`config.mk`:
```
export PLATFORM = sky130hd
export DESIGN_NAME = pxie_rx_data
export DESIGN_NICKNAME = d
export VERILOG_FILES = /design/src/design/pxie_rx_pkg.sv /design/src/design/pxie_cmd_decoder.sv /design/src/design/pxie_cfg_regs.sv /design/src/design/pxie_burst_writer.sv /design/src/design/pxie_rx_fsm.sv /design/src/design/pxie_rx_data.sv
export VERILOG_INCLUDE_DIRS = /design/src /design/src/design
export SDC_FILE = /design/constraint.sdc
export NUM_CORES = 1
export LEC_CHECK = 0
export ABC_AREA = 1
export BUFFER_PORTS_ARGS = -buffer_cell sky130_fd_sc_hd__buf_4
export CAP_MARGIN = 25
export CORE_AREA = 2 2 214 216
export DETAILED_ROUTE_END_ITERATION = 10
export DIE_AREA = 0 0 216 218
export GPL_ROUTABILITY_DRIVEN = 0
export GPL_TIMING_DRIVEN = 0
export PLACE_DENSITY_LB_ADDON = 0.08
export RECOVER_POWER = 25
export SYNTH_ARGS = -nofsm -noshare
export SYNTH_HDL_FRONTEND = slang
export SYNTH_SLANG_ARGS = --single-unit
export TNS_END_PERCENT = 50
```
`constraint.sdc`:
```
create_clock -name I_PXIE_CLK -period 2.6 [get_ports I_PXIE_CLK]
set_clock_uncertainty 0.15 [all_clocks]
set_input_delay 0.13 -clock I_PXIE_CLK [delete_from_list [all_inputs] [get_ports I_PXIE_CLK]]
set_output_delay 0.13 -clock I_PXIE_CLK [all_outputs]
set_load 0.005 [all_outputs]
```
`src/design/pxie_rx_defines.svh`:
```
`ifndef PXIE_RX_DEFINES_SVH
`define PXIE_RX_DEFINES_SVH

// Header codes in word bits 127..112
`define PXIE_HDR_CMD        16'heb9c
`define PXIE_HDR_ISA        16'heb00
`define PXIE_HDR_SYS        16'heb01
`define PXIE_HDR_C2H        16'heb02

// Start codes, in the low 16 bits of a command word
`define PXIE_CODE_RST       16'h0001
`define PXIE_CODE_TRIG      16'h0002
`define PXIE_CODE_ISA       16'h1000
`define PXIE_CODE_SYS       16'h1001
`define PXIE_CODE_READCFG   16'h1010

// Config selectors, in bits 111..96
`define PXIE_CFG_TRIG_NUM   16'h0003
`define PXIE_CFG_TRIG_STEP  16'h0004

// Field positions inside a link word
`define PXIE_FLD_HDR        127:112
`define PXIE_FLD_SEL        111:96
`define PXIE_FLD_CODE       15:0
`define PXIE_FLD_VALUE      31:0
`define PXIE_FLD_C2H_ADDR   15:0
`define PXIE_FLD_C2H_LEN    31:16

// Cycles a reset or trigger command keeps the receiver busy
`define PXIE_HOLD_CYCLES    50

`endif

```
`src/design/pxie_rx_pkg.sv`:
```
`default_nettype none

package pxie_rx_pkg;

	// Plain widths of the link
	typedef logic [127:0] pxie_word_t;
	typedef logic [31:0]  ram_addr_t;
	typedef logic [15:0]  burst_cnt_t;
	typedef logic [31:0]  cfg_word_t;
	typedef logic [15:0]  c2h_field_t;
	typedef logic [5:0]   hold_cnt_t;

	// One strobe per recognized command, at most one high
	typedef struct packed {
		logic start_rst;
		logic start_trig;
		logic start_isa;
		logic start_sys;
		logic start_readcfg;
		logic load_trig_num;
		logic load_trig_step;
		logic load_isa;
		logic load_sys;
		logic load_c2h;
	} cmd_strobe_t;

	// RAM write port
	typedef struct packed {
		logic       wren;
		ram_addr_t  addr;
		pxie_word_t data;
	} ram_wr_t;

	typedef struct packed {
		cfg_word_t trig_num;
		cfg_word_t trig_step;
	} trig_cfg_t;

	typedef struct packed {
		c2h_field_t addr;
		c2h_field_t len;
	} c2h_cfg_t;

	typedef enum logic [2:0] {
		ST_HEAD,
		ST_RST,
		ST_TRIG,
		ST_ISA,
		ST_SYS,
		ST_READCFG,
		ST_DONE
	} rx_state_t;

endpackage

`default_nettype wire

```
`src/design/pxie_cmd_decoder.sv`:
```
`timescale 1ns/1ps
`default_nettype none

`include "pxie_rx_defines.svh"

module pxie_cmd_decoder
	import pxie_rx_pkg::*;
(
	input  wire pxie_word_t  data,
	input  wire logic        data_vld,
	input  wire logic        hdr_en,
	output cmd_strobe_t      cmd
);

	logic [15:0] hdr_field;
	logic [15:0] code_field;
	logic [15:0] sel_field;

	assign hdr_field  = data[`PXIE_FLD_HDR];
	assign code_field = data[`PXIE_FLD_CODE];
	assign sel_field  = data[`PXIE_FLD_SEL];

	////////////////////////////////////////////////////////////////////////////
	// Word classification
	////////////////////////////////////////////////////////////////////////////

	always_comb
	begin
		cmd = '0;
		if (data_vld && hdr_en)
		begin
			if (hdr_field == `PXIE_HDR_CMD)
			begin
				// Start codes win over config selectors
				case (code_field)
					`PXIE_CODE_RST:     cmd.start_rst     = 1'b1;
					`PXIE_CODE_TRIG:    cmd.start_trig    = 1'b1;
					`PXIE_CODE_ISA:     cmd.start_isa     = 1'b1;
					`PXIE_CODE_SYS:     cmd.start_sys     = 1'b1;
					`PXIE_CODE_READCFG: cmd.start_readcfg = 1'b1;
					default:
					begin
						if (sel_field == `PXIE_CFG_TRIG_NUM)
							cmd.load_trig_num = 1'b1;
						else if (sel_field == `PXIE_CFG_TRIG_STEP)
							cmd.load_trig_step = 1'b1;
					end
				endcase
			end
			else if (hdr_field == `PXIE_HDR_ISA)
			begin
				cmd.load_isa = 1'b1;
			end
			else if (hdr_field == `PXIE_HDR_SYS)
			begin
				cmd.load_sys = 1'b1;
			end
			else if (hdr_field == `PXIE_HDR_C2H)
			begin
				cmd.load_c2h = 1'b1;
			end
		end
	end

endmodule

`default_nettype wire

```
`src/design/pxie_cfg_regs.sv`:
```
`timescale 1ns/1ps
`default_nettype none

`include "pxie_rx_defines.svh"

module pxie_cfg_regs
	import pxie_rx_pkg::*;
(
	input  wire logic        I_PXIE_CLK,
	input  wire logic        I_Rst_n,
	input  wire pxie_word_t  data,
	input  wire cmd_strobe_t cmd,
	output trig_cfg_t        trig_cfg,
	output c2h_cfg_t         c2h_cfg
);

	////////////////////////////////////////////////////////////////////////////
	// Trigger configuration
	////////////////////////////////////////////////////////////////////////////

	always_ff @(posedge I_PXIE_CLK or negedge I_Rst_n)
	begin
		if (!I_Rst_n)
		begin
			trig_cfg <= '0;
		end
		else
		begin
			if (cmd.load_trig_num)
			begin
				trig_cfg.trig_num <= data[`PXIE_FLD_VALUE];
			end
			// Step written separately by its own selector
			if (cmd.load_trig_step)
			begin
				trig_cfg.trig_step <= data[`PXIE_FLD_VALUE];
			end
		end
	end

	////////////////////////////////////////////////////////////////////////////
	// Card-to-host transfer window
	////////////////////////////////////////////////////////////////////////////

	always_ff @(posedge I_PXIE_CLK or negedge I_Rst_n)
	begin
		if (!I_Rst_n)
		begin
			c2h_cfg <= '0;
		end
		else if (cmd.load_c2h)
		begin
			// Address in the low half, length above it
			c2h_cfg.addr <= data[`PXIE_FLD_C2H_ADDR];
			c2h_cfg.len  <= data[`PXIE_FLD_C2H_LEN];
		end
	end

endmodule

`default_nettype wire

```
`src/design/pxie_burst_writer.sv`:
```
`timescale 1ns/1ps
`default_nettype none

`include "pxie_rx_defines.svh"

module pxie_burst_writer
	import pxie_rx_pkg::*;
(
	input  wire logic        I_PXIE_CLK,
	input  wire logic        I_Rst_n,
	input  wire logic        load,
	input  wire logic        active,
	input  wire pxie_word_t  data,
	input  wire logic        data_vld,
	output ram_wr_t          wr,
	output logic             done
);

	ram_addr_t  cur_addr;
	burst_cnt_t word_num;
	burst_cnt_t wr_cnt;
	logic       wr_take;

	// Burst is complete once every announced word is written
	assign done = (wr_cnt == word_num);

	// No writes beyond the loaded count
	assign wr_take = active && data_vld && !done;

	////////////////////////////////////////////////////////////////////////////
	// Base address and count
	////////////////////////////////////////////////////////////////////////////

	always_ff @(posedge I_PXIE_CLK or negedge I_Rst_n)
	begin
		if (!I_Rst_n)
		begin
			cur_addr <= '0;
			word_num <= '0;
		end
		else if (load)
		begin
			cur_addr <= data[`PXIE_FLD_VALUE];
			word_num <= data[`PXIE_FLD_SEL];
		end
		else if (wr_take)
		begin
			cur_addr <= cur_addr + 1'b1;
		end
	end

	////////////////////////////////////////////////////////////////////////////
	// Write port and written count
	////////////////////////////////////////////////////////////////////////////

	always_ff @(posedge I_PXIE_CLK or negedge I_Rst_n)
	begin
		if (!I_Rst_n)
		begin
			wr     <= '0;
			wr_cnt <= '0;
		end
		else
		begin
			if (wr_take)
			begin
				wr.wren <= 1'b1;
				wr.addr <= cur_addr;
				wr.data <= data;
				wr_cnt  <= wr_cnt + 1'b1;
			end
			else
			begin
				// Address held, data parked at zero between writes
				wr.wren <= 1'b0;
				wr.data <= '0;
				if (!active)
					wr_cnt <= '0;
			end
		end
	end

endmodule

`default_nettype wire

```
`src/design/pxie_rx_fsm.sv`:
```
`timescale 1ns/1ps
`default_nettype none

`include "pxie_rx_defines.svh"

module pxie_rx_fsm
	import pxie_rx_pkg::*;
(
	input  wire logic        I_PXIE_CLK,
	input  wire logic        I_Rst_n,
	input  wire cmd_strobe_t cmd,
	input  wire logic        isa_done,
	input  wire logic        sys_done,
	output logic             hdr_en,
	output logic             isa_active,
	output logic             sys_active,
	output logic             soft_rst,
	output logic             trig,
	output logic             c2h_en,
	output logic             rx_busy
);

	rx_state_t state;
	rx_state_t next_state;
	hold_cnt_t hold_cnt;
	logic      hold_state;
	logic      hold_last;

	assign hold_state = (state == ST_RST) || (state == ST_TRIG);
	assign hold_last  = (hold_cnt == hold_cnt_t'(`PXIE_HOLD_CYCLES));

	////////////////////////////////////////////////////////////////////////////
	// State register and next state
	////////////////////////////////////////////////////////////////////////////

	always_ff @(posedge I_PXIE_CLK or negedge I_Rst_n)
	begin
		if (!I_Rst_n)
			state <= ST_HEAD;
		else
			state <= next_state;
	end

	always_comb
	begin
		next_state = state;
		case (state)
			ST_HEAD:
			begin
				if (cmd.start_rst)
					next_state = ST_RST;
				else if (cmd.start_trig)
					next_state = ST_TRIG;
				else if (cmd.start_isa)
					next_state = ST_ISA;
				else if (cmd.start_sys)
					next_state = ST_SYS;
				else if (cmd.start_readcfg)
					next_state = ST_READCFG;
			end
			ST_RST, ST_TRIG:
			begin
				if (hold_last)
					next_state = ST_DONE;
			end
			ST_ISA:
			begin
				if (isa_done)
					next_state = ST_DONE;
			end
			ST_SYS:
			begin
				if (sys_done)
					next_state = ST_DONE;
			end
			ST_READCFG: next_state = ST_DONE;
			ST_DONE:    next_state = ST_HEAD;
			default:    next_state = ST_HEAD;
		endcase
	end

	// Counts 0 to PXIE_HOLD_CYCLES while holding
	always_ff @(posedge I_PXIE_CLK or negedge I_Rst_n)
	begin
		if (!I_Rst_n)
			hold_cnt <= '0;
		else if (hold_state && !hold_last)
			hold_cnt <= hold_cnt + 1'b1;
		else
			hold_cnt <= '0;
	end

	////////////////////////////////////////////////////////////////////////////
	// Outputs
	////////////////////////////////////////////////////////////////////////////

	// Strobes only fire in ST_HEAD, so each pulse lasts one cycle
	always_ff @(posedge I_PXIE_CLK or negedge I_Rst_n)
	begin
		if (!I_Rst_n)
		begin
			soft_rst <= 1'b0;
			trig     <= 1'b0;
			c2h_en   <= 1'b0;
		end
		else
		begin
			soft_rst <= cmd.start_rst;
			trig     <= cmd.start_trig;
			c2h_en   <= cmd.start_readcfg;
		end
	end

	assign hdr_en     = (state == ST_HEAD);
	assign rx_busy    = (state != ST_HEAD);
	assign isa_active = (state == ST_ISA);
	assign sys_active = (state == ST_SYS);

endmodule

`default_nettype wire

```
`src/design/pxie_rx_data.sv`:
```
`timescale 1ns/1ps
`default_nettype none

module pxie_rx_data
	import pxie_rx_pkg::*;
(
	input  wire logic        I_PXIE_CLK,
	input  wire logic        I_Rst_n,
	input  wire pxie_word_t  data,
	input  wire logic        data_vld,
	output ram_wr_t          isa_wr,
	output ram_wr_t          sys_wr,
	output trig_cfg_t        trig_cfg,
	output c2h_cfg_t         c2h_cfg,
	output logic             soft_rst,
	output logic             trig,
	output logic             c2h_en,
	output logic             rx_busy
);

	cmd_strobe_t cmd;
	logic        hdr_en;
	logic        isa_active;
	logic        sys_active;
	logic        isa_done;
	logic        sys_done;

	////////////////////////////////////////////////////////////////////////////
	// Command path
	////////////////////////////////////////////////////////////////////////////

	pxie_cmd_decoder u_decoder (
		.data     (data),
		.data_vld (data_vld),
		.hdr_en   (hdr_en),
		.cmd      (cmd)
	);

	pxie_cfg_regs u_cfg_regs (
		.I_PXIE_CLK (I_PXIE_CLK),
		.I_Rst_n    (I_Rst_n),
		.data       (data),
		.cmd        (cmd),
		.trig_cfg   (trig_cfg),
		.c2h_cfg    (c2h_cfg)
	);

	pxie_rx_fsm u_fsm (
		.I_PXIE_CLK (I_PXIE_CLK),
		.I_Rst_n    (I_Rst_n),
		.cmd        (cmd),
		.isa_done   (isa_done),
		.sys_done   (sys_done),
		.hdr_en     (hdr_en),
		.isa_active (isa_active),
		.sys_active (sys_active),
		.soft_rst   (soft_rst),
		.trig       (trig),
		.c2h_en     (c2h_en),
		.rx_busy    (rx_busy)
	);

	////////////////////////////////////////////////////////////////////////////
	// RAM burst channels
	////////////////////////////////////////////////////////////////////////////

	// Instruction RAM
	pxie_burst_writer u_isa_writer (
		.I_PXIE_CLK (I_PXIE_CLK),
		.I_Rst_n    (I_Rst_n),
		.load       (cmd.load_isa),
		.active     (isa_active),
		.data       (data),
		.data_vld   (data_vld),
		.wr         (isa_wr),
		.done       (isa_done)
	);

	// System RAM
	pxie_burst_writer u_sys_writer (
		.I_PXIE_CLK (I_PXIE_CLK),
		.I_Rst_n    (I_Rst_n),
		.load       (cmd.load_sys),
		.active     (sys_active),
		.data       (data),
		.data_vld   (data_vld),
		.wr         (sys_wr),
		.done       (sys_done)
	);

endmodule

`default_nettype wire

```
# After elaboration in Yosys (flattened, before gate mapping)
# Cells that the tools add are included.
# classes
addsub,5
mux,39
n_eq_ne,25
reduce_logical,17
# op_table
op,count
two-way mux 128 bit,2
two-way mux 32 bit,4
"adder 32 x 1 -> 32 bit, second input constant",2
"== test 16 bit, second input constant",4
two-way mux 16 bit,4
"== test 16 x 13 -> 1 bit, second input constant",3
"adder 16 x 1 -> 16 bit, second input constant",2
== test 16 bit,2
"== test 16 x 2 -> 1 bit, second input constant",2
two-way mux 3 bit,9
"== test 16 x 1 -> 1 bit, second input constant",1
"== test 16 x 3 -> 1 bit, second input constant",1
one-hot mux 3 bit (5 select lines),1
two-way mux 1 bit,14
two-way mux 10 bit,1
"!= test 2 bit, second input constant",4
two-way mux 7 bit,1
"adder 6 x 1 -> 6 bit, second input constant",1
"== test 3 x 2 -> 1 bit, second input constant",2
"== test 3 bit, second input constant",2
"== test 6 bit, second input constant",1
logical AND 1 bit,6
two-way mux 6 bit,1
"!= test 6 x 3 -> 1 bit, second input constant",1
11 further kinds,15
# totals
output_inout_bits,422
ff_bits,558
wordCells,107
input_bits,131

# Longest topological paths before layout
# Gate-level depths: netlist of the first run.
# depth
ltp_word,12
ltp_mapped,14
ltp_nobuf,13

# By module
# Synthesis of the first run repeated with hierarchy kept, for this count alone.
# unflattened
hier_cells,3022
hier_area_um2,24496.0
# by_module_without_submodules
mod,seq_area_each_um2,n_inst,cells_each,area_each_um2
pxie_burst_writer,5630.4,2,1212,9793.1
pxie_cfg_regs,2402.3,1,408,3803.6
pxie_rx_fsm,300.3,1,85,655.6
pxie_cmd_decoder,0.0,1,105,450.4

# Least setup slack after synthesis of the first run
# No wires, ideal clock.
# synth_path
path_kind,reg2reg
from,register u_sys_writer.cur_addr[1]
to,register u_sys_writer.cur_addr[20]
path_stages_with_launch,12
synth_period_minus_slack_ps,1879
path_buffers,0
setup_ps,65
arrival_ps,1664
setup_slack_ps,721
required_ps,2385
cell_sequence,dfrtp_1 > ha_1 > nand3_1 > nor2_1 > inv_1 > nor2_1 > nand2_1 > o21ai_0 > nand3_1 > o21ai_0 > nand2_1 > nand2_1
# synth_between
elab_chain_len,3
# synth_lines
element,line_no,text
from (decl),pxie_burst_writer.sv:19,ram_addr_t cur_addr;
from (signal assigned),pxie_burst_writer.sv:43,cur_addr <= data[`PXIE_FLD_VALUE];
from (signal assigned),pxie_burst_writer.sv:48,cur_addr <= cur_addr + 1'b1;
adder 32 x 1 -> 32 bit,pxie_burst_writer.sv:48,
two-way mux 32 bit,pxie_burst_writer.sv:46,else if (wr_take)
two-way mux 32 bit,pxie_burst_writer.sv:41,else if (load)
# Every way passes these cells. The select of a mux whose other input is x is not followed.
# A chain may end at the register's enable or synchronous reset.

# Worst setup path after layout of the first run
# layout_path
from,input data[124]
to,register u_sys_writer.cur_addr[6]
# layout_between
elab_chain_len,6
elab_cells_between_ends,9
cone_classes,3 x eq/ne; 5 x mux; 1 x reduce/logical
# layout_lines
element,line_no,text
from (decl),pxie_rx_data.sv:9,"input wire pxie_word_t data,"
== test 16 bit (no source line),-,
two-way mux 1 bit,pxie_cmd_decoder.sv:54,else if (hdr_field == `PXIE_HDR_SYS)
two-way mux 2 bit,pxie_cmd_decoder.sv:50,else if (hdr_field == `PXIE_HDR_ISA)
two-way mux 3 bit (*),pxie_cmd_decoder.sv:32,if (hdr_field == `PXIE_HDR_CMD)
two-way mux 10 bit (*),pxie_cmd_decoder.sv:30,if (data_vld && hdr_en)
two-way mux 32 bit / nonzero test 2 bit (equally long branches),-,
# Every way passes the cells marked *; elsewhere a longest branch is shown, timed or not.

==> results.txt, run 1 <==
----------------------------------------------------
[Die]
  Starting utilization of the core area ... 50.2%
  Die outline area ... 0.0471 mm^2
  Die Span Y ... 218 um
  Horiz. Die Dim ... 216 um
  Area of the core ... 0.0449 mm^2
  Site Rows ... 78
  Io pins ... 553

[Setup path]
  Crit path max-delay family ... buffers and inverters
  Buffer and inverter count on the worst path ... 4
  Chain of cells forming the critical path ... dlygate4sd3_1 -> buf_4 -> inv_1 -> nand4_2 -> nor2_8 -> nand4_1 -> nor3b_4 -> nand2_1 -> dlygate4sd3_1 -> nand3_1
  CP Data Required Time ... 2990 ps
  Cell repeated most along the worst path ... sky130_fd_sc_hd__dlygate4sd3_1
  Master of the slowest instance on the critical path ... sky130_fd_sc_hd__dlygate4sd3_1
  Arrival time of data at the critical path endpoint ... 2850 ps
  Largest fanout of any net on the critical path ... 10
  Maximum single-stage delay on the critical path ... 580 ps
  Number of cell instances on the worst register-to-register path ... 9
  Setup Crit Path Kind ... in -> reg
  Launching element type of the critical path ... input port
  Number of gates on the worst path with buffers counted ... 10
  Critical path capture point type ... flop

[GRT]
  Global-route wire length before repair ... 115000 um
  Number of global-route vias before repair ... 19800
  Total grt overflow ... 0
  Global-route usage over all layers ... 31.9%
  Antenna violations before repair ... 2
  Largest net degree at the start of global routing ... 134

[Synth]
  Post-Synthesis Cell Area ... 0.0226 mm^2
  Number of flops mapped to enable cells by yosys ... 0
  Share of async-settable or async-resettable flops after synthesis ... 100%
  Ys Warns ... 0
  Number of distinct standard cells referenced by the synthesized netlist ... 38
  Dominant register cell in the synthesized netlist ... sky130_fd_sc_hd__dfrtp_1
  Nets in the synthesized netlist ... 2626
  Synthesized flop and latch total ... 558
  Cell count after synthesis ... 2489
  Average instance area after synthesis ... 9.06 um^2
  Part of the Yosys area used for sequential elements ... 61.9%

[Clock network]
  Clock tree buffer depth ... 3
  Clock-pin transition on the worst setup and hold timing paths ... 60 ps
  TritonCTS clock tree ... done
  Number of buffers inserted by post-CTS setup repair ... 0
  Clk sink count ... 558
  Clock root buffer ... sky130_fd_sc_hd__clkbuf_16
  Clock latency on the worst-skew pair ... 610 ps
  CTS buffer count ... 56
  H-tree depth reported by CTS ... 2

[Pwr]
  Power per standard cell area ... 600 mW/mm^2
  Net switching power ... 4.30 mW
  Total chip power ... 18.3 mW
  Clk network pwr share ... 44.9%
  Relative contribution of combinational cells to total power ... 7.1%
  Net switching fraction of the power ... 23.5%
  Cell-internal power ... 14.0 mW
  Reported leakage power ... 15.9 nW
  Flop pwr share ... 48.0%
  Peak VDD IR ... 0.562 mV

[Hold path]
  Worst min path class ... in -> async

[Drt]
  Number of optimization iterations in the first detailed-route pass ... 6
  Routed WL per cell ... 19.5 um
  DR vias/cell ... 5.20
  Remaining number of nets flagged by the antenna check after routing ... 0
  Drt first-iter violations ... 1901
  Routed WL ... 75900 um
  Via count of the routed design ... 20200
  # DRC ... 0

[Layout]
  Synthesis-to-finish area growth ... 35.3%
  Filler cell count ... 3682
  Layout Nets ... 3377
  Final cell utilization of the core ... 68.0%
  Most common cell after layout, fill and taps aside ... sky130_fd_sc_hd__nand2_1
  Commonest cells after routing, fill and taps aside ... sky130_fd_sc_hd__nand2_1, sky130_fd_sc_hd__dfrtp_1, sky130_fd_sc_hd__nor2_1
  Share of post-route cells with drive strength above 1 ... 20.5%
  Final std cell area, no fill ... 0.0305 mm^2
  Number of standard cells in the final layout excluding fillers ... 3888

[Placed design]
  Instance area at placement ... 0.0276 mm^2
  Count of buffers inserted at the top-level ports ... 552
  Placed wire-length estimate ... 55000 um
  Instance count after placement with tap cells included ... 3645

[Timing]
  Setup repair after global routing missed its margin ... false
  Period utilisation layout ... 94.8%
  Upper clock frequency limit ... 406 MHz
  Max-slew violation count ... 0
  Worst rel slew slack ... 45.0%
  Total negative slack for setup checks ... 0 ps
  Final setup violation count ... 0
  Post-layout minimum cycle time ... 2460 ps
  Worst Tran Pin Value ... 824 ps
  Hold Vio Cnt, Final ... 0

[Job]
  Number of max-capacitance violations reported ... 0

[Run status]
  Outcome ... completed

----------------------------------------------------
-- state kept, by name, summed over array words and instances, names as in the netlist --
| signal | flops |
|---|---|
| u_isa_writer.wr | 161 |
| u_sys_writer.wr | 161 |
| u_cfg_regs.trig_cfg | 64 |
| u_cfg_regs.c2h_cfg | 32 |
| u_isa_writer.cur_addr | 32 |
| u_sys_writer.cur_addr | 32 |
| u_isa_writer.word_num | 16 |
| u_isa_writer.wr_cnt | 16 |
| u_sys_writer.word_num | 16 |
| u_sys_writer.wr_cnt | 16 |
| u_fsm.hold_cnt | 6 |
| u_fsm.state | 3 |
| u_fsm.c2h_en | 1 |
| u_fsm.soft_rst | 1 |
| u_fsm.trig | 1 |
-- area by class of cell --
| type | instances | area (um^2) | share of cell area [%] |
|---|---|---|---|
| sequential | 558 | 14000 | 45.8 |
| multi-input combinational | 1578 | 7160 | 23.5 |
| timing repair buffer | 693 | 5310 | 17.4 |
| clock buffer | 87 | 1710 | 5.60 |
| inverter | 255 | 961 | 3.15 |
| tap | 600 | 751 | 2.46 |
| buffer | 98 | 480 | 1.57 |
| clock inverter | 17 | 179 | 0.586 |
| antenna | 2 | 5.00 | 0.0164 |
-- power by group through the flow --
stage               combinational [mW]  sequential [mW]  clock (mW)
floorplan                        0.497             8.94           0
global placement                  1.08             8.95           0
detailed placement                1.12             8.95           0
CTS                               1.29             8.79        8.31
global route                      1.44             8.79        8.66
finish                            1.30             8.79        8.22
-- metal layers --
layer,track usage [%],routed length [um],vias to the layer above
li1,-,-,9297
met2,52.1,36200,913
met3,6.21,5490,204
met4,14.3,3460,0
met1,41.6,30800,9813
met5,0,0,-
-- synth_stat cells (3+ instances only) --
master / instances / area, um^2
sky130_fd_sc_hd__nand3b_1: 4 / 30.0
sky130_fd_sc_hd__nand2_1: 614 / 2300
sky130_fd_sc_hd__nand4_1: 34 / 213
sky130_fd_sc_hd__xor2_1: 37 / 324
sky130_fd_sc_hd__nor4_1: 9 / 56.3
sky130_fd_sc_hd__nand3_1: 121 / 606
sky130_fd_sc_hd__inv_1: 244 / 916
sky130_fd_sc_hd__inv_2: 9 / 33.8
sky130_fd_sc_hd__o21ai_1: 64 / 320
sky130_fd_sc_hd__nor3_1: 28 / 140
sky130_fd_sc_hd__xnor2_1: 23 / 201
sky130_fd_sc_hd__a21oi_1: 10 / 50.1
sky130_fd_sc_hd__nor2_1: 385 / 1450
sky130_fd_sc_hd__o22ai_1: 7 / 43.8
sky130_fd_sc_hd__nand3_2: 5 / 50.1
sky130_fd_sc_hd__nor2_2: 7 / 43.8
sky130_fd_sc_hd__dfrtp_1: 558 / 14000
sky130_fd_sc_hd__ha_1: 6 / 75.1
sky130_fd_sc_hd__or2_2: 3 / 18.8
sky130_fd_sc_hd__o21ai_0: 203 / 1020
sky130_fd_sc_hd__buf_2: 69 / 345
sky130_fd_sc_hd__buf_6: 3 / 33.8
sky130_fd_sc_hd__clkbuf_1: 25 / 93.8
-- worst register-to-register path: cells and delay by family (launching register included) --
| family | cells | cell delay, ps |
|---|---|---|
| AO/OA/AOI/OAI | 1 | 170 |
| AND/OR/NAND/NOR | 6 | 1010 |
| buffers and inverters | 2 | 640 |
| flip-flops | 1 | 420 |
-- through the flow --
| stage | hold slack [ps] | setup WS, ps |
|---|---|---|
| floorplan | -316 | 721 |
| global placement | 213 | -4480 |
| detailed placement | 106 | 83.6 |
| CTS | 77.5 | 136 |
| global route | 106 | 10.0 |
| finish | 54.8 | 136 |
-- worst paths after layout --
kind | start | endpoint | slack, ps
min reg2reg | u_sys_writer.wr[144]$_DFFE_PN0N_ | u_sys_writer.wr[144]$_DFFE_PN0N_ | 330
min | I_Rst_n | u_sys_writer.wr[36]$_DFF_PN0_ | 50
max reg2reg | u_fsm.state[0]$_DFFE_PN0P_ | u_sys_writer.cur_addr[6]$_DFFE_PN0P_ | 150
min in group I_PXIE_CLK | data[87] | u_isa_writer.wr[87]$_DFF_PN0_ | 160
max in group asynchronous | I_Rst_n | u_sys_writer.wr[93]$_DFF_PN0_ | 630
max | data[124] | u_sys_writer.cur_addr[6]$_DFFE_PN0P_ | 140
-- repair_timing --
item                       4_1_cts  5_1_grt
gates resized for setup          0        2
hold buffers                   137        0
hold endpoints to repair       543        0
setup endpoints to repair        0       24
-- cells by family (layout without fill, tap and decap cells) --
group,after synthesis,count (layout),share of synthesized area [%]
AO/OA/AOI/OAI,288,288,6.55
buffers and inverters,353,1150,6.37
flip-flops,558,558,61.9
other,0,2,0
AND/OR/NAND/NOR,1224,1224,22.5
XOR/XNOR,60,60,2.33
adder cells (fa/ha/maj),6,6,0.333
Note: power is estimated with default switching activity, not from simulation.
==> inputs of run 2 (changes only) <==
--- a/config.mk
+++ b/config.mk
@@ -7,7 +7,7 @@
 export NUM_CORES = 1
 export LEC_CHECK = 0
 export ABC_AREA = 1
-export BUFFER_PORTS_ARGS = -buffer_cell sky130_fd_sc_hd__buf_4
+export BUFFER_PORTS_ARGS = -buffer_cell sky130_fd_sc_hd__clkbuf_2
 export CAP_MARGIN = 25
 export CORE_AREA = 2 2 214 216
 export DETAILED_ROUTE_END_ITERATION = 10
@@ -16,6 +16,7 @@
 export GPL_TIMING_DRIVEN = 0
 export PLACE_DENSITY_LB_ADDON = 0.08
 export RECOVER_POWER = 25
+export SETUP_SLACK_MARGIN = 0.5
 export SYNTH_ARGS = -nofsm -noshare
 export SYNTH_HDL_FRONTEND = slang
 export SYNTH_SLANG_ARGS = --single-unit
==> run 2 against run 1 <==
Net effect:
- flip-flop and latch count unchanged
- clock-buffer cell count fell by 10
- combinational power rose by 3%
- maximum frequency up 14%
- register-to-register slack improved by 290 ps
- die area did not move
- cell count is 0.87% higher
- clock power grew 5.2%
- via count is 2.1% higher
- largest power group unchanged
==> results.txt, run 2 (synthesis results as in run 1) <==
----------------------------------------------------
[Timing]
  Hold Vio Cnt, Final ... 0 (unchanged)
  Setup repair after global routing missed its margin ... true (was false)
  Worst hold slack after final layout ... 50.2 ps (was 54.8 ps)
  Worst Tran Pin Value ... 938 ps (was 824 ps)
  Setup ws final ... 439 ps (was 136 ps)
  Worst rel slew slack ... 37.5% (was 45.0%)
  Max-slew violation count ... 0 (unchanged)
  Upper clock frequency limit ... 463 MHz (was 406 MHz)
  Post-layout minimum cycle time ... 2160 ps (was 2460 ps)
  Final setup violation count ... 0 (unchanged)
  Total negative slack for setup checks ... 0 ps (unchanged)
  Period utilisation layout ... 83.1% (was 94.8%)

[Setup path]
  Crit path max-delay family ... buffers and inverters (unchanged)
  Largest fanout of any net on the critical path ... 5 (was 10)
  Master of the slowest instance on the critical path ... sky130_fd_sc_hd__dlygate4sd3_1 (unchanged)
  Maximum single-stage delay on the critical path ... 610 ps (was 580 ps)
  Launching element type of the critical path ... input port (unchanged)
  Critical path capture point type ... flop (unchanged)
  Buffer and inverter count on the worst path ... 4 (unchanged)
  Setup Crit Path Kind ... in -> reg (unchanged)
  Arrival time of data at the critical path endpoint ... 2520 ps (was 2850 ps)
  CP Data Required Time ... 2960 ps (was 2990 ps)
  Reg-to-reg setup timing slack ... 440 ps (was 150 ps)
  Chain of cells forming the critical path ... clkbuf_2 -> nor2_2 -> dlygate4sd3_1 -> nand2_1 -> nor2_2 -> nand3_4 -> buf_4 -> dlygate4sd3_1 -> nor3_1 (was dlygate4sd3_1 -> buf_4 -> inv_1 -> nand4_2 -> nor2_8 -> nand4_1 -> nor3b_4 -> nand2_1 -> dlygate4sd3_1 -> nand3_1)

[Drt]
  Drt first-iter violations ... 2011 (was 1901)
  Number of optimization iterations in the first detailed-route pass ... 6 (unchanged)
  Via count of the routed design ... 20700 (was 20200)
  Remaining number of nets flagged by the antenna check after routing ... 0 (unchanged)
  Routed WL per cell ... 19.5 um (about the same)
  DR vias/cell ... 5.27 (was 5.20)
  Routed WL ... 76600 um (was 75900 um)
  # DRC ... 0 (unchanged)

[Clock network]
  Clock tree buffer depth ... 3 (unchanged)
  CTS buffer count ... 56 (unchanged)
  Clock latency on the worst-skew pair ... 610 ps (about the same)
  Clock-pin transition on the worst setup and hold timing paths ... 70 ps (was 60 ps)
  Clock root buffer ... sky130_fd_sc_hd__clkbuf_16 (unchanged)
  Clk sink count ... 558 (unchanged)
  H-tree depth reported by CTS ... 2 (unchanged)
  TritonCTS clock tree ... done (unchanged)

[Pwr]
  Reported leakage power ... 16.0 nW (was 15.9 nW)
  Power per standard cell area ... 620 mW/mm^2 (was 600 mW/mm^2)
  Peak VDD IR ... 0.444 mV (was 0.562 mV)

[Layout]
  Commonest cells after routing, fill and taps aside ... sky130_fd_sc_hd__nand2_1, sky130_fd_sc_hd__dfrtp_1, sky130_fd_sc_hd__clkbuf_2 (was sky130_fd_sc_hd__nand2_1, sky130_fd_sc_hd__dfrtp_1, sky130_fd_sc_hd__nor2_1)
  Layout Nets ... 3412 (was 3377)
  Most common cell after layout, fill and taps aside ... sky130_fd_sc_hd__nand2_1 (unchanged)
  Synthesis-to-finish area growth ... 34.3% (was 35.3%)
  Share of post-route cells with drive strength above 1 ... 22.9% (was 20.5%)
  Largest registers in the final layout ... u_isa_writer.wr (161), u_sys_writer.wr (161), u_cfg_regs.trig_cfg (64) (unchanged)
  Number of standard cells in the final layout excluding fillers ... 3922 (was 3888)

[Die]
  Starting utilization of the core area ... 50.2% (unchanged)
  Horiz. Die Dim ... 216 um (unchanged)
  Die Span Y ... 218 um (unchanged)
  Io pins ... 553 (unchanged)
  Site Rows ... 78 (unchanged)
  Area of the core ... 0.0449 mm^2 (unchanged)
  Die outline area ... 0.0471 mm^2 (unchanged)

[Job]
  Number of max-capacitance violations reported ... 0 (unchanged)

[GRT]
  Number of global-route vias before repair ... 19600 (was 19800)
  Global-route usage over all layers ... 31.9% (about the same)
  Antenna violations before repair ... 3 (was 2)
  Total grt overflow ... 0 (unchanged)
  Global-route wire length before repair ... 115000 um (about the same)
  Largest net degree at the start of global routing ... 122 (was 134)

[Placed design]
  Instance count after placement with tap cells included ... 3646 (was 3645)
  Placed wire-length estimate ... 53800 um (was 55000 um)
  Count of buffers inserted at the top-level ports ... 552 (unchanged)
  Setup slack at placement ... 83.2 ps (was 83.6 ps)

[Hold path]
  Worst min path class ... in -> reg (was in -> async)

[Run status]
  Outcome ... completed (unchanged)

----------------------------------------------------
-- run 2: cell types whose count changed in the layout (fill, tap and decap cells not counted), moves of 6 or more --
cell,delta
sky130_fd_sc_hd__nor2_4,+6
sky130_fd_sc_hd__nor2_1,-9
sky130_fd_sc_hd__buf_4,-234
sky130_fd_sc_hd__clkbuf_2,+473
sky130_fd_sc_hd__dfrtp_2,+11
sky130_fd_sc_hd__buf_6,+16
sky130_fd_sc_hd__bufinv_16,+6
sky130_fd_sc_hd__clkbuf_1,-13
sky130_fd_sc_hd__clkbuf_8,-6
sky130_fd_sc_hd__dfrtp_1,-11
sky130_fd_sc_hd__clkbuf_4,-187
sky130_fd_sc_hd__buf_2,-41
-- run 2: area by class of cell --
type	count	area (um^2)
fill	3685	14600
sequential	558	14000
multi-input combinational	1579	7390
timing repair buffer	727	4520
clock buffer	77	1610
inverter	255	960
tap	600	751
buffer	98	712
clock inverter	25	370
antenna	3	7.51
-- run 2: power breakdown --
group,internal (mW),switching (mW),total [mW]
registers,8.74,0.0552,8.79
logic,0.477,0.865,1.34
clock network,5.21,3.44,8.65
total,14.4,4.36,18.8
-- run 2: metal layers --
layer	track usage, %	part of all wire (%)	wire length (um)	vias up
li1	-	-	-	9380
met1	42.5	40	31000	10100
met2	52.6	48	36600	969
met3	5.52	7.6	5790	206
met4	12.5	4.1	3170	0
met5	0	0	0	-
-- run 2: final timing paths --
kind	cells past startpoint	from	to
setup / recovery	9	data[117]	u_fsm.c2h_en$_DFF_PN0_
hold / removal	3	data[1]	u_isa_writer.wr[1]$_DFF_PN0_
setup reg to reg	7	u_fsm.state[0]$_DFFE_PN0P_	u_fsm.c2h_en$_DFF_PN0_
hold reg to reg	2	u_sys_writer.wr[140]$_DFFE_PN0N_	u_sys_writer.wr[140]$_DFFE_PN0N_
max in group asynchronous	5	I_Rst_n	u_isa_writer.wr_cnt[8]$_DFFE_PN0P_
min in group asynchronous	4	I_Rst_n	u_isa_writer.wr[28]$_DFF_PN0_
-- run 2: worst min-delay path: stages --
cell                       delay [ps]
sky130_fd_sc_hd__clkbuf_2         140
sky130_fd_sc_hd__inv_1            270
sky130_fd_sc_hd__nor2_1           220
-- run 2: stage by stage --
step	utilization, %	cell area [um^2]	total power, mW
2_1_floorplan	-	22600	9.44
3_5_place_dp	58.4	26200	10.0
6_report	67.5	30300	18.8
5_1_grt	67.5	30300	19.4
3_3_place_gp	58.1	26100	9.97
4_1_cts	66.3	29800	18.8
-- run 2: repair_timing --
item / CTS / global route
endpoints found under the hold margin: 634 / 2
gates cloned: 2 / 5
pin swaps: 5 / 13
setup buffers: 4 / 22
hold buffers: 138 / 1
gates resized for setup: 39 / 143
endpoints found under the setup margin: 410 / 527
